==> config.mk <==
export PLATFORM = sky130hd
export DESIGN_NAME = dbg_station
export DESIGN_NICKNAME = d
export VERILOG_FILES = /design/src/verilog/dbg_pkg.sv /design/src/verilog/reg_pkg.sv /design/src/verilog/dbg_station.sv /design/src/verilog/dbg_station_router.sv /design/src/verilog/reg_access_port.sv /design/src/verilog/scm_regs.sv /design/src/verilog/timestamp_unit.sv
export SDC_FILE = /design/constraint.sdc
export NUM_CORES = 1
export LEC_CHECK = 0
export ABC_CLOCK_PERIOD_IN_PS = 13250
export BUFFER_PORTS_ARGS = -buffer_cell sky130_fd_sc_hd__buf_2
export CAP_MARGIN = 0
export CORE_MARGIN = 8
export CORE_UTILIZATION = 62
export CTS_CLUSTER_DIAMETER = 150
export DETAILED_ROUTE_END_ITERATION = 6
export PLACE_DENSITY = 0.79
export SYNTH_ARGS = -nofsm -noshare
export SYNTH_HDL_FRONTEND = slang
export SYNTH_SLANG_ARGS = --single-unit
==> constraint.sdc <==
create_clock -name clk -period 13.25 [get_ports clk]
set_input_delay 0 -clock clk [delete_from_list [all_inputs] [get_ports clk]]
set_output_delay 0 -clock clk [all_outputs]
set_load 0.02 [all_outputs]
==> src/verilog/dbg_pkg.sv <==
package dbg_pkg;

   // ~~~~~~~~~~~~~~~~~~~~~~~~~~~~~~~~~~~~~~~~~~~~~~~~~~~~~~~~~~
   // flit channel
   // ~~~~~~~~~~~~~~~~~~~~~~~~~~~~~~~~~~~~~~~~~~~~~~~~~~~~~~~~~~

   typedef struct packed {
      logic        valid;
      logic        first;  // marks flit 0 of a packet
      logic        last;   // marks the final flit of a packet
      logic [15:0] data;
   } dii_flit_t;

   // ~~~~~~~~~~~~~~~~~~~~~~~~~~~~~~~~~~~~~~~~~~~~~~~~~~~~~~~~~~
   // flit field layout
   // ~~~~~~~~~~~~~~~~~~~~~~~~~~~~~~~~~~~~~~~~~~~~~~~~~~~~~~~~~~

   localparam int ID_W     = 10;  // dest in flit 0, source in flit 1
   localparam int TYPE_MSB = 15;  // packet type sits in flit 1
   localparam int TYPE_LSB = 12;

   // ~~~~~~~~~~~~~~~~~~~~~~~~~~~~~~~~~~~~~~~~~~~~~~~~~~~~~~~~~~
   // packet type codes
   // ~~~~~~~~~~~~~~~~~~~~~~~~~~~~~~~~~~~~~~~~~~~~~~~~~~~~~~~~~~

   localparam logic [3:0] REQ_READ_REG  = 4'd2;
   localparam logic [3:0] REQ_WRITE_REG = 4'd3;

   localparam logic [3:0] RESP_READ_REG        = 4'd8;
   localparam logic [3:0] RESP_READ_REG_ERROR  = 4'd9;
   localparam logic [3:0] RESP_WRITE_REG       = 4'd10;
   localparam logic [3:0] RESP_WRITE_REG_ERROR = 4'd11;

endpackage

==> src/verilog/reg_pkg.sv <==
package reg_pkg;

   typedef struct packed {
      logic        valid;  // high for exactly one cycle per access
      logic        write;
      logic [15:0] addr;
      logic [15:0] wdata;
   } reg_req_t;

   // ~~~~~~~~~~~~~~~~~~~~~~~~~~~~~~~~~~~~~~~~~~~~~~~~~~~~~~~~~~
   // common registers, served by the access port itself
   // ~~~~~~~~~~~~~~~~~~~~~~~~~~~~~~~~~~~~~~~~~~~~~~~~~~~~~~~~~~

   localparam logic [15:0] REG_MODID    = 16'h0000;
   localparam logic [15:0] REG_VERSION  = 16'h0001;
   localparam logic [15:0] REG_MOD_BASE = 16'h0200;  // first address of the register block

   localparam logic [15:0] MOD_TYPE_SCM       = 16'h0001;
   localparam logic [15:0] MOD_TYPE_TIMESTAMP = 16'h0004;

   // ~~~~~~~~~~~~~~~~~~~~~~~~~~~~~~~~~~~~~~~~~~~~~~~~~~~~~~~~~~
   // module registers
   // ~~~~~~~~~~~~~~~~~~~~~~~~~~~~~~~~~~~~~~~~~~~~~~~~~~~~~~~~~~

   localparam logic [15:0] SCM_STALL   = 16'h0200;
   localparam logic [15:0] SCM_RST     = 16'h0201;
   localparam logic [15:0] SCM_SCRATCH = 16'h0202;

   localparam logic [15:0] TS_CTRL     = 16'h0200;  // bit 0 enable, bit 1 clear
   localparam logic [15:0] TS_COUNT_LO = 16'h0201;
   localparam logic [15:0] TS_COUNT_HI = 16'h0202;

endpackage

==> src/verilog/dbg_station.sv <==
`timescale 1ns/1ns

module dbg_station #(
   parameter logic [9:0]  BASE_ID     = 10'd1,
   parameter logic [15:0] SCM_VERSION = 16'h0001,
   parameter logic [15:0] TS_VERSION  = 16'h0001
) (
   input  logic               clk,
   input  logic               rst,
   input  dbg_pkg::dii_flit_t in_flit,
   output logic               in_ready,
   output dbg_pkg::dii_flit_t out_flit,
   input  logic               out_ready,
   output logic               sys_stall,
   output logic               sys_rst
);
   import dbg_pkg::*;
   import reg_pkg::*;

   dii_flit_t   port_in_flit [2];
   logic        port_in_ready [2];
   dii_flit_t   port_out_flit [2];
   logic        port_out_ready [2];

   reg_req_t    scm_req;
   logic [15:0] scm_rdata;
   logic        scm_err;
   reg_req_t    ts_req;
   logic [15:0] ts_rdata;
   logic        ts_err;

   dbg_station_router #(
      .BASE_ID (BASE_ID)
   ) router_inst (
      .clk            (clk),
      .rst            (rst),
      .in_flit        (in_flit),
      .in_ready       (in_ready),
      .out_flit       (out_flit),
      .out_ready      (out_ready),
      .port_in_flit   (port_in_flit),
      .port_in_ready  (port_in_ready),
      .port_out_flit  (port_out_flit),
      .port_out_ready (port_out_ready)
   );

   // ~~~~~~~~~~~~~~~~~~~~~~~~~~~~~~~~~~~~~~~~~~~~~~~~~~~~~~~~~~
   // system control module, port 0
   // ~~~~~~~~~~~~~~~~~~~~~~~~~~~~~~~~~~~~~~~~~~~~~~~~~~~~~~~~~~

   reg_access_port #(
      .MOD_ID      (BASE_ID),
      .MOD_TYPE    (MOD_TYPE_SCM),
      .MOD_VERSION (SCM_VERSION)
   ) scm_port_inst (
      .clk       (clk),
      .rst       (rst),
      .in_flit   (port_in_flit[0]),
      .in_ready  (port_in_ready[0]),
      .out_flit  (port_out_flit[0]),
      .out_ready (port_out_ready[0]),
      .reg_req   (scm_req),
      .reg_rdata (scm_rdata),
      .reg_err   (scm_err)
   );

   scm_regs scm_regs_inst (
      .clk       (clk),
      .rst       (rst),
      .reg_req   (scm_req),
      .reg_rdata (scm_rdata),
      .reg_err   (scm_err),
      .sys_stall (sys_stall),
      .sys_rst   (sys_rst)
   );

   // ~~~~~~~~~~~~~~~~~~~~~~~~~~~~~~~~~~~~~~~~~~~~~~~~~~~~~~~~~~
   // timestamp module, port 1
   // ~~~~~~~~~~~~~~~~~~~~~~~~~~~~~~~~~~~~~~~~~~~~~~~~~~~~~~~~~~

   reg_access_port #(
      .MOD_ID      (BASE_ID + 10'd1),
      .MOD_TYPE    (MOD_TYPE_TIMESTAMP),
      .MOD_VERSION (TS_VERSION)
   ) ts_port_inst (
      .clk       (clk),
      .rst       (rst),
      .in_flit   (port_in_flit[1]),
      .in_ready  (port_in_ready[1]),
      .out_flit  (port_out_flit[1]),
      .out_ready (port_out_ready[1]),
      .reg_req   (ts_req),
      .reg_rdata (ts_rdata),
      .reg_err   (ts_err)
   );

   timestamp_unit timestamp_inst (
      .clk       (clk),
      .rst       (rst),
      .reg_req   (ts_req),
      .reg_rdata (ts_rdata),
      .reg_err   (ts_err),
      .sys_stall (sys_stall)  // counter pauses with the system
   );

endmodule

==> src/verilog/dbg_station_router.sv <==
`timescale 1ns/1ns

module dbg_station_router #(
   parameter logic [9:0] BASE_ID = 10'd1
) (
   input  logic               clk,
   input  logic               rst,
   input  dbg_pkg::dii_flit_t in_flit,
   output logic               in_ready,
   output dbg_pkg::dii_flit_t out_flit,
   input  logic               out_ready,
   output dbg_pkg::dii_flit_t port_in_flit [2],
   input  logic               port_in_ready [2],
   input  dbg_pkg::dii_flit_t port_out_flit [2],
   output logic               port_out_ready [2]
);
   import dbg_pkg::*;

   localparam logic [1:0] RT_P0   = 2'd0;
   localparam logic [1:0] RT_P1   = 2'd1;
   localparam logic [1:0] RT_DROP = 2'd2;

   logic [ID_W-1:0] dest;
   logic            in_active_q;
   logic [1:0]      in_route_q;
   logic [1:0]      in_route;
   logic            out_lock_q;
   logic            last_port_q;
   logic            out_sel;

   // ~~~~~~~~~~~~~~~~~~~~~~~~~~~~~~~~~~~~~~~~~~~~~~~~~~~~~~~~~~
   // request side
   // ~~~~~~~~~~~~~~~~~~~~~~~~~~~~~~~~~~~~~~~~~~~~~~~~~~~~~~~~~~

   assign dest = in_flit.data[ID_W-1:0];

   always_comb begin
      if (in_active_q) begin
         in_route = in_route_q;  // stay on the route picked by flit 0
      end else if (dest == BASE_ID) begin
         in_route = RT_P0;
      end else if (dest == BASE_ID + 10'd1) begin
         in_route = RT_P1;
      end else begin
         in_route = RT_DROP;
      end
   end

   always_comb begin
      in_ready = 1'b1;  // dropped flits are swallowed
      for (int i = 0; i < 2; i++) begin
         port_in_flit[i]       = in_flit;
         port_in_flit[i].valid = in_flit.valid & (in_route == 2'(i));
         if (in_route == 2'(i)) begin
            in_ready = port_in_ready[i];
         end
      end
   end

   // ~~~~~~~~~~~~~~~~~~~~~~~~~~~~~~~~~~~~~~~~~~~~~~~~~~~~~~~~~~
   // response side
   // ~~~~~~~~~~~~~~~~~~~~~~~~~~~~~~~~~~~~~~~~~~~~~~~~~~~~~~~~~~

   always_comb begin
      if (out_lock_q) begin
         out_sel = last_port_q;  // a packet in flight or a waiting flit keeps its port
      end else if (port_out_flit[0].valid && port_out_flit[1].valid) begin
         out_sel = ~last_port_q;
      end else begin
         out_sel = port_out_flit[1].valid;
      end
   end

   assign out_flit = port_out_flit[out_sel];

   always_comb begin
      for (int i = 0; i < 2; i++) begin
         port_out_ready[i] = out_ready & (out_sel == 1'(i));
      end
   end

   always_ff @(posedge clk) begin
      if (rst) begin
         in_active_q <= 1'b0;
         in_route_q  <= RT_DROP;
         out_lock_q  <= 1'b0;
         last_port_q <= 1'b0;
      end else begin
         if (in_flit.valid && in_ready) begin
            in_active_q <= ~in_flit.last;
            in_route_q  <= in_route;
         end
         if (out_flit.valid) begin
            out_lock_q  <= ~(out_ready & out_flit.last);  // released only once last is taken
            last_port_q <= out_sel;
         end
      end
   end

endmodule

==> src/verilog/reg_access_port.sv <==
`timescale 1ns/1ns

module reg_access_port #(
   parameter logic [9:0]  MOD_ID      = 10'd0,
   parameter logic [15:0] MOD_TYPE    = 16'h0000,
   parameter logic [15:0] MOD_VERSION = 16'h0000
) (
   input  logic               clk,
   input  logic               rst,
   input  dbg_pkg::dii_flit_t in_flit,
   output logic               in_ready,
   output dbg_pkg::dii_flit_t out_flit,
   input  logic               out_ready,
   output reg_pkg::reg_req_t  reg_req,
   input  logic [15:0]        reg_rdata,
   input  logic               reg_err
);
   import dbg_pkg::*;
   import reg_pkg::*;

   typedef enum logic [2:0] {
      ST_DEST, ST_HDR, ST_ADDR, ST_WDATA, ST_DROP, ST_TX0, ST_TX1, ST_TX2
   } state_t;

   state_t          state;
   state_t          state_nxt;
   logic [ID_W-1:0] src_q;
   logic            is_write_q;
   logic [15:0]     addr_q;
   logic [15:0]     value_q;
   logic            err_q;

   logic            acc;
   logic [15:0]     acc_addr;
   logic            mod_hit;
   logic            done;
   logic [15:0]     res_value;
   logic            res_err;
   logic [3:0]      resp_type;
   logic [3:0]      req_type;

   assign acc      = in_flit.valid & in_ready;
   assign req_type = in_flit.data[TYPE_MSB:TYPE_LSB];
   assign acc_addr = (state == ST_WDATA) ? addr_q : in_flit.data;  // write address was latched
   assign mod_hit  = (acc_addr >= REG_MOD_BASE);

   // the access happens on the final flit of a well-formed request only
   assign done = acc & in_flit.last &
                 (((state == ST_ADDR) & ~is_write_q) | (state == ST_WDATA));

   assign reg_req.valid = done & mod_hit;
   assign reg_req.write = (state == ST_WDATA);
   assign reg_req.addr  = acc_addr;
   assign reg_req.wdata = in_flit.data;

   always_comb begin
      res_value = 16'h0000;
      res_err   = 1'b1;
      if (mod_hit) begin
         res_err   = reg_err;
         res_value = reg_err ? 16'h0000 : reg_rdata;
      end else if (acc_addr == REG_MODID) begin
         res_err   = is_write_q;  // identity registers are read only
         res_value = MOD_TYPE;
      end else if (acc_addr == REG_VERSION) begin
         res_err   = is_write_q;
         res_value = MOD_VERSION;
      end
   end

   always_comb begin
      case ({is_write_q, err_q})
         2'b00:   resp_type = RESP_READ_REG;
         2'b01:   resp_type = RESP_READ_REG_ERROR;
         2'b10:   resp_type = RESP_WRITE_REG;
         default: resp_type = RESP_WRITE_REG_ERROR;
      endcase
   end

   always_comb begin
      state_nxt = state;
      in_ready  = 1'b0;
      out_flit  = '0;
      case (state)
         ST_DEST: begin
            in_ready = 1'b1;
            if (in_flit.valid) begin
               if (!in_flit.first) begin
                  state_nxt = in_flit.last ? ST_DEST : ST_DROP;
               end else if (!in_flit.last) begin
                  state_nxt = ST_HDR;
               end
            end
         end
         ST_HDR: begin
            in_ready = 1'b1;
            if (in_flit.valid) begin
               if (in_flit.last) begin
                  state_nxt = ST_DEST;  // ended early
               end else if (req_type == REQ_READ_REG || req_type == REQ_WRITE_REG) begin
                  state_nxt = ST_ADDR;
               end else begin
                  state_nxt = ST_DROP;
               end
            end
         end
         ST_ADDR: begin
            in_ready = 1'b1;
            if (in_flit.valid) begin
               if (is_write_q) begin
                  state_nxt = in_flit.last ? ST_DEST : ST_WDATA;
               end else begin
                  state_nxt = in_flit.last ? ST_TX0 : ST_DROP;
               end
            end
         end
         ST_WDATA: begin
            in_ready = 1'b1;
            if (in_flit.valid) begin
               state_nxt = in_flit.last ? ST_TX0 : ST_DROP;
            end
         end
         ST_DROP: begin
            in_ready = 1'b1;
            if (in_flit.valid && in_flit.last) begin
               state_nxt = ST_DEST;
            end
         end
         ST_TX0: begin
            out_flit.valid = 1'b1;
            out_flit.first = 1'b1;
            out_flit.data  = {6'h00, src_q};  // answer goes back to the requester
            if (out_ready) begin
               state_nxt = ST_TX1;
            end
         end
         ST_TX1: begin
            out_flit.valid = 1'b1;
            out_flit.last  = is_write_q;
            out_flit.data  = {resp_type, 2'b00, MOD_ID};
            if (out_ready) begin
               state_nxt = is_write_q ? ST_DEST : ST_TX2;
            end
         end
         default: begin
            out_flit.valid = 1'b1;
            out_flit.last  = 1'b1;
            out_flit.data  = value_q;
            if (out_ready) begin
               state_nxt = ST_DEST;
            end
         end
      endcase
   end

   always_ff @(posedge clk) begin
      if (rst) begin
         state <= ST_DEST;
      end else begin
         state <= state_nxt;
      end
      if (acc && state == ST_HDR) begin
         src_q      <= in_flit.data[ID_W-1:0];
         is_write_q <= (req_type == REQ_WRITE_REG);
      end
      if (acc && state == ST_ADDR) begin
         addr_q <= in_flit.data;
      end
      if (done) begin
         value_q <= res_value;
         err_q   <= res_err;
      end
   end

endmodule

==> src/verilog/scm_regs.sv <==
`timescale 1ns/1ns

module scm_regs (
   input  logic              clk,
   input  logic              rst,
   input  reg_pkg::reg_req_t reg_req,
   output logic [15:0]       reg_rdata,
   output logic              reg_err,
   output logic              sys_stall,
   output logic              sys_rst
);
   import reg_pkg::*;

   logic [15:0] scratch;
   logic        wr_en;

   always_comb begin
      reg_rdata = 16'h0000;
      reg_err   = 1'b0;
      case (reg_req.addr)
         SCM_STALL:   reg_rdata = {15'h0000, sys_stall};
         SCM_RST:     reg_rdata = {15'h0000, sys_rst};
         SCM_SCRATCH: reg_rdata = scratch;
         default:     reg_err   = 1'b1;
      endcase
   end

   assign wr_en = reg_req.valid & reg_req.write & ~reg_err;  // bad address leaves state alone

   always_ff @(posedge clk) begin
      if (rst) begin
         sys_stall <= 1'b0;
         sys_rst   <= 1'b0;
      end else if (wr_en) begin
         if (reg_req.addr == SCM_STALL) begin
            sys_stall <= reg_req.wdata[0];
         end
         if (reg_req.addr == SCM_RST) begin
            sys_rst <= reg_req.wdata[0];
         end
      end
   end

   always_ff @(posedge clk) begin
      if (wr_en && reg_req.addr == SCM_SCRATCH) begin
         scratch <= reg_req.wdata;
      end
   end

endmodule

==> src/verilog/timestamp_unit.sv <==
`timescale 1ns/1ns

module timestamp_unit (
   input  logic              clk,
   input  logic              rst,
   input  reg_pkg::reg_req_t reg_req,
   output logic [15:0]       reg_rdata,
   output logic              reg_err,
   input  logic              sys_stall
);
   import reg_pkg::*;

   logic        enable;
   logic [31:0] count;
   logic [15:0] hi_snap;
   logic        wr_ctrl;
   logic        rd_lo;

   always_comb begin
      reg_rdata = 16'h0000;
      reg_err   = 1'b0;
      case (reg_req.addr)
         TS_CTRL:     reg_rdata = {15'h0000, enable};
         TS_COUNT_LO: reg_rdata = count[15:0];
         TS_COUNT_HI: reg_rdata = hi_snap;
         default:     reg_err   = 1'b1;
      endcase
   end

   assign wr_ctrl = reg_req.valid & reg_req.write & (reg_req.addr == TS_CTRL);
   assign rd_lo   = reg_req.valid & ~reg_req.write & (reg_req.addr == TS_COUNT_LO);

   always_ff @(posedge clk) begin
      if (rst) begin
         enable <= 1'b0;
         count  <= 32'h0000_0000;
      end else begin
         if (wr_ctrl) begin
            enable <= reg_req.wdata[0];
         end
         if (wr_ctrl && reg_req.wdata[1]) begin
            count <= 32'h0000_0000;  // clear wins over counting
         end else if (enable && !sys_stall) begin
            count <= count + 32'd1;
         end
      end
   end

   // high half is frozen when the low half is read so a 32-bit value is coherent
   always_ff @(posedge clk) begin
      if (rd_lo) begin
         hi_snap <= count[31:16];
      end
   end

endmodule
# Word level (Yosys, flattened, before mapping)
# Index checks and enable logic that the tools add are counted.
[totals]
out_inout_bits = 22
wordCells = 206
inputBits = 22
register_bits = 166
[classes]
mux = 71
n_bitwise = 31
n_eq_ne = 45
reduce_logical = 33
addsub = 1
n_lt_le_gt_ge = 3
[ops]
columns = ["cell", "count"]
rows = [
  ["$pmux 16 s3", 4],
  ["$mux 16", 8],
  ["$eq 16x10->1 const B", 6],
  ["$mux 3", 25],
  ["$mux 19", 3],
  ["$pmux 3 s7", 2],
  ["$add 32x1->32 const B", 1],
  ["$eq 16x1->1 const B", 2],
  ["$ge 16x10->1 const B", 2],
  ["$logic_not 16->1", 2],
  ["$ne 2x1->1 const B", 12],
  ["$and 1x1->1", 21],
  ["$mux 1", 21],
  ["$eq 3x3->1 const B", 6],
  ["$reduce_and 9->1", 2],
  ["$eq 3x2->1 const B", 4],
  ["$pmux 2 s3", 2],
  ["$reduce_bool 6->1", 2],
  ["$reduce_or 6->1", 2],
  ["$logic_and 1x1->1", 11],
  ["$eq 10x1->1 const B", 1],
  ["$eq 10x2->1 const B", 1],
  ["$reduce_or 5->1", 2],
  ["$eq 4x2->1 const B", 2],
  ["other kinds (18)", 40],
]

# Longest topological paths before layout
[logic_depth]
depth_word = 14
ltp_mapped = 9
mapped_depth_nobuf = 8

# Cells and area by module
# Synthesis repeated with hierarchy kept, for this count alone.
[hier_totals]
cells_unflattened = 836
area_unflattened_um2 = 9039.9
[modules_own_cells]
columns = ["mod", "n_inst", "area_each_um2", "cells_each", "seq_area_each_um2"]
rows = [
  ["reg_access_port at ts_port_inst", 1, 2532.4, 239, 1381.3],
  ["reg_access_port at scm_port_inst", 1, 2507.4, 211, 1381.3],
  ["timestamp_unit", 1, 2278.4, 227, 1141.1],
  ["dbg_station_router", 1, 920.9, 102, 100.1],
  ["scm_regs", 1, 800.8, 57, 520.5],
]

# Least setup slack after synthesis
# No wires, ideal clock.
[synth_timing]
path_type = "register to register"
from = "register router_inst.in_active_q"
to = "register scm_port_inst.err_q (enable)"
stages_incl_launch_ff = 6
setup_ns = 0.485
period_less_slack_ns = 4.349
setup_slack_ns = 8.901
n_path_buf = 0
t_required_ns = 12.765
arrival_time_ns = 3.864
cell_sequence = "dfxtp_1 > nor3_1 > and4_1 > o2111a_1 > nand2b_1 > a2111oi_0"
[synth_via]
elab_chain_len = 6
[synth_rtl]
columns = ["element", "line_no", "source"]
rows = [
  ["start, declared", "dbg_station_router.sv:24", "logic in_active_q;"],
  ["start signal, assigned", "dbg_station_router.sv:90", "in_active_q <= ~in_flit.last;"],
  ["$mux 2", "dbg_station_router.sv:38", "if (in_active_q) begin"],
  ["$logic_not 2->1", "dbg_station_router.sv:53", "port_in_flit[i].valid = in_flit.valid & (in_route == 2'(i));"],
  ["$and 1x1->1", "dbg_station_router.sv:53", ""],
  ["$and 1x1->1", "reg_access_port.sv:42", "assign acc = in_flit.valid & in_ready;"],
  ["$and 1x1->1 (2 in a row)", "reg_access_port.sv:48", "assign done = acc & in_flit.last &"],
  ["end signal, assigned", "reg_access_port.sv:171", "err_q <= res_err;"],
  ["end, declared", "reg_access_port.sv:31", "logic err_q;"],
]
# Every way passes these cells.
# A chain may end at the register's enable or synchronous reset.

# Worst setup path after layout
[layout_timing]
from = "register scm_port_inst.state[0]"
to = "register scm_regs_inst.scratch[9] (enable)"
[layout_via]
elab_chain_len = 10
word_cells_on_any_way = 22
cone_classes = "1 x order compare; 7 x eq/ne; 2 x mux; 8 x bitwise; 4 x reduce/logical"
[layout_rtl]
columns = ["element", "line_no", "source"]
rows = [
  ["start, declared", "reg_access_port.sv:25", "state_t state;"],
  ["start signal, assigned", "reg_access_port.sv:160", "state <= state_nxt;"],
  ["branches (longest 9 deep; another with $ge 16x10->1)", "--", ""],
  ["$logic_and 1x1->1 (*)", "scm_regs.sv:45", "if (wr_en && reg_req.addr == SCM_SCRATCH) begin"],
  ["end signal, assigned", "scm_regs.sv:46", "scratch <= reg_req.wdata;"],
  ["end, declared", "scm_regs.sv:14", "logic [15:0] scratch;"],
]
# Mark *: on every way between the ends.

==> run metrics <==
layout cells sized above 1 13.71%; Non-Filler Instances 836; Yosys top cell area share 49.09%; Rows 39; Mean Syn Cell Area 11.86 um^2; Iter 0 DRT Violations 696; clk slew on worst S/H paths 0.06 ns; CTS tree yes; final worst-path cycle share 27.31%; Total Routed Length 18280 um; post-synthesis cell count 619; Die Span X 124.8 um; Design Power 1.050 mW; vias per cell 6.376; initial antenna violation count 0; Async SR Flop Fraction 0%; hold path start in_flit[17]; Final min period 3.619 ns; Hold WC Path Type primary input to flip-flop; first-pass GRT wire length 28470 um; Clock Latency Late Sink 0.43 ns; Crit path largest cell delay 1.03 ns; Worst-Margin Slew 1.349 ns; CP arrival 3.65 ns; final instance area 8404 um^2; met3 wire len 1609 um; Max Slew Vio Count 0; R2R depth 6; Max clock buf depth 2; Sink Count 166; Pre-antenna DRT Iters 7; Initial Util 64.02%; nets@finish 705; core footprint 11470 um^2; CP max-delay cell nor2_1; Max Freq 0.2763 GHz; DR vias 5330; critical path's most frequent cell nand3_1; final hold violations 0; MaxCap Viol Count 0; cell family with most CP delay simple AND/OR/NAND/NOR gates; placed cell areas 7650 um^2; vias in the first global route 5087; critical path class flip-flop to flip-flop; met2 WL post-DR 8637 um; Port Buffers 43; Die Y 124.8 um; Max-slew headroom 9.755%; Finish-stage setup viols 0; most area-hungry cell type in the Yosys netlist edfxtp_1; R2R Setup Slk 9.63 ns; routed len/inst 21.87 um; clk root buf clkbuf_16; LEAKAGE 2.947 nW; most frequent cells in the layout 120 x edfxtp_1, 72 x nor2_1, 46 x nand2_1, 46 x dfxtp_1, 43 x buf_2; WHS Path Cells 4; # H-tree levels 4; most common cell after layout, fill and taps aside edfxtp_1; Setup TNS 0 ns; GP Congestion 0.8900; Die ar. 15580 um^2; worst path required time 13.28 ns; critical path peak fanout 18; Final Hold Slack 0.1107 ns; Ys Warns 0; worst reg2reg path startpoint scm_port_inst.state[0]; R2R Path End scm_regs_inst.scratch[9]; outcome completed; GR Util All Layers 23.39%; VDD IR-drop max 168.9 uV; Final ANT Viol Nets 0; num ports 44; DR DRC count 0; wl on met1 7696 um; Cell Area, Synth 7341 um^2; Final Skew 0.01523 ns; syn_nets 644; Placed Instances 784; PwrDens 124.9 nW/um^2; Worst setup EP type flip-flop; total CTS buffers 17; Ant. Diodes 0; Hold Path End scm_port_inst.state[2]; Distinct cells, synth 64; Main synth FF type edfxtp_1; highest routed metal layer met4; crit start category flip-flop; sequential area share after synthesis 61.63%; area grow syn2layout 14.49%; Overflow after GRT 0; cells along the critical path and3b_1 -> and4b_1 -> nand3_1 -> a22oi_2 -> nand3_1 -> nor2_1; FILL cells 727; number of enable flip-flop cells after synthesis 120; FF+latch count, synth 166; DP Wirelength 12300 um; largest net degree at the start of global routing 33; RSZ-0062 raised after global routing no; top cells by area, synth edfxtp_1 49%, dfxtp_1 13%, nor2_1 3.7%, xor2_1 2.6%, nand2_1 2.4%; Buffers & Inverters on Critical Path 0
==> tightest hold or removal path, stage by stage <==
cell	delay (ns)
buf_2	0.14
nand4b_1	0.14
a21oi_1	0.08
nor3_1	0.12
==> per-layer routing <==
| metal | global-route usage, % | vias up |
|---|---|---|
| li1 | - | 2450 |
| met1 | 30.72 | 2582 |
| met2 | 36.46 | 274 |
| met3 | 6.383 | 24 |
| met4 | 8.403 | 0 |
| met5 | 0 | - |
==> synthesized netlist by cell type (3+ instances only) <==
cell	n
xor2_1	22
or4_1	3
nor2_1	72
or2_2	5
o31ai_1	4
buf_6	5
a222oi_1	6
nand4b_1	4
nand2b_1	8
nand4_1	13
nand2_1	46
nor4_1	8
and3_1	11
and2_1	20
o21a_1	3
buf_2	5
a221o_1	3
nor3_1	12
edfxtp_1	120
inv_1	11
nor2b_1	5
a22oi_1	4
dfxtp_1	46
mux2i_1	12
o21ai_0	24
o2111ai_1	3
a21oi_1	16
ha_1	3
and3b_1	3
xnor2_1	11
nand3b_1	5
a211oi_1	5
nand3_1	25
and4_1	4
a22o_1	19
clkbuf_1	15
==> cells by family after synthesis <==
group | Yosys count | share of synthesized area [%]
simple gates | 255 | 18.02
xor+xnor | 33 | 3.937
flops | 166 | 61.63
buf+inv | 39 | 2.846
mux | 14 | 1.943
fa+ha+maj | 3 | 0.5114
compound gates | 109 | 11.11
==> worst max path at each step <==
stage | startpoint | to | cells after the start
after floorplan | router_inst.in_active_q | scm_port_inst.err_q | 5
after global placement | scm_port_inst.state[0] | scm_regs_inst.scratch[6] | 6
after detailed placement | scm_port_inst.state[0] | scm_regs_inst.scratch[9] | 6
after CTS | scm_port_inst.state[0] | scm_regs_inst.scratch[14] | 6
after global routing | scm_port_inst.state[0] | scm_regs_inst.scratch[9] | 6
final | scm_port_inst.state[0] | scm_regs_inst.scratch[9] | 6
==> final cells by class <==
cell class,count,area (um^2),share of cell area [%]
clock buffers,18,429.2,5.106
clock inverters,14,125.1,1.489
inverters,11,41.29,0.4913
multi-input cells,414,2638,31.38
flip-flops and latches,166,4524,53.83
well taps,143,178.9,2.129
repair buffers,70,467.9,5.568
==> timing repair <==
action	CTS	global route
hold buffers	20	0
buffers inserted	0	0
gates resized for setup	0	0
hold endpoints to repair	76	0
==> registers in the layout, indices dropped and copies added (netlist names), 2 cells and up <==
name,flops
timestamp_inst.count,32
scm_port_inst.addr_q,16
scm_port_inst.value_q,16
scm_regs_inst.scratch,16
timestamp_inst.hi_snap,16
ts_port_inst.addr_q,16
ts_port_inst.value_q,16
scm_port_inst.src_q,10
ts_port_inst.src_q,10
scm_port_inst.state,3
ts_port_inst.state,3
router_inst.in_route_q,2
==> power by group <==
part | internal (mW) | leakage, nW | switching (mW)
logic | 0.0106 | 1.16 | 0.0168
registers | 0.553 | 1.52 | 0.000565
clock network | 0.260 | 0.261 | 0.208
==> metrics by stage <==
stage          utilization (%)  setup WS (ns)
2_1_floorplan                -          8.901
3_3_place_gp             66.71          9.917
3_5_place_dp             66.71          9.726
4_1_cts                  73.29          9.654
5_1_grt                  73.29          9.407
6_report                 73.29          9.631
Power figures use the tool's default switching activity.
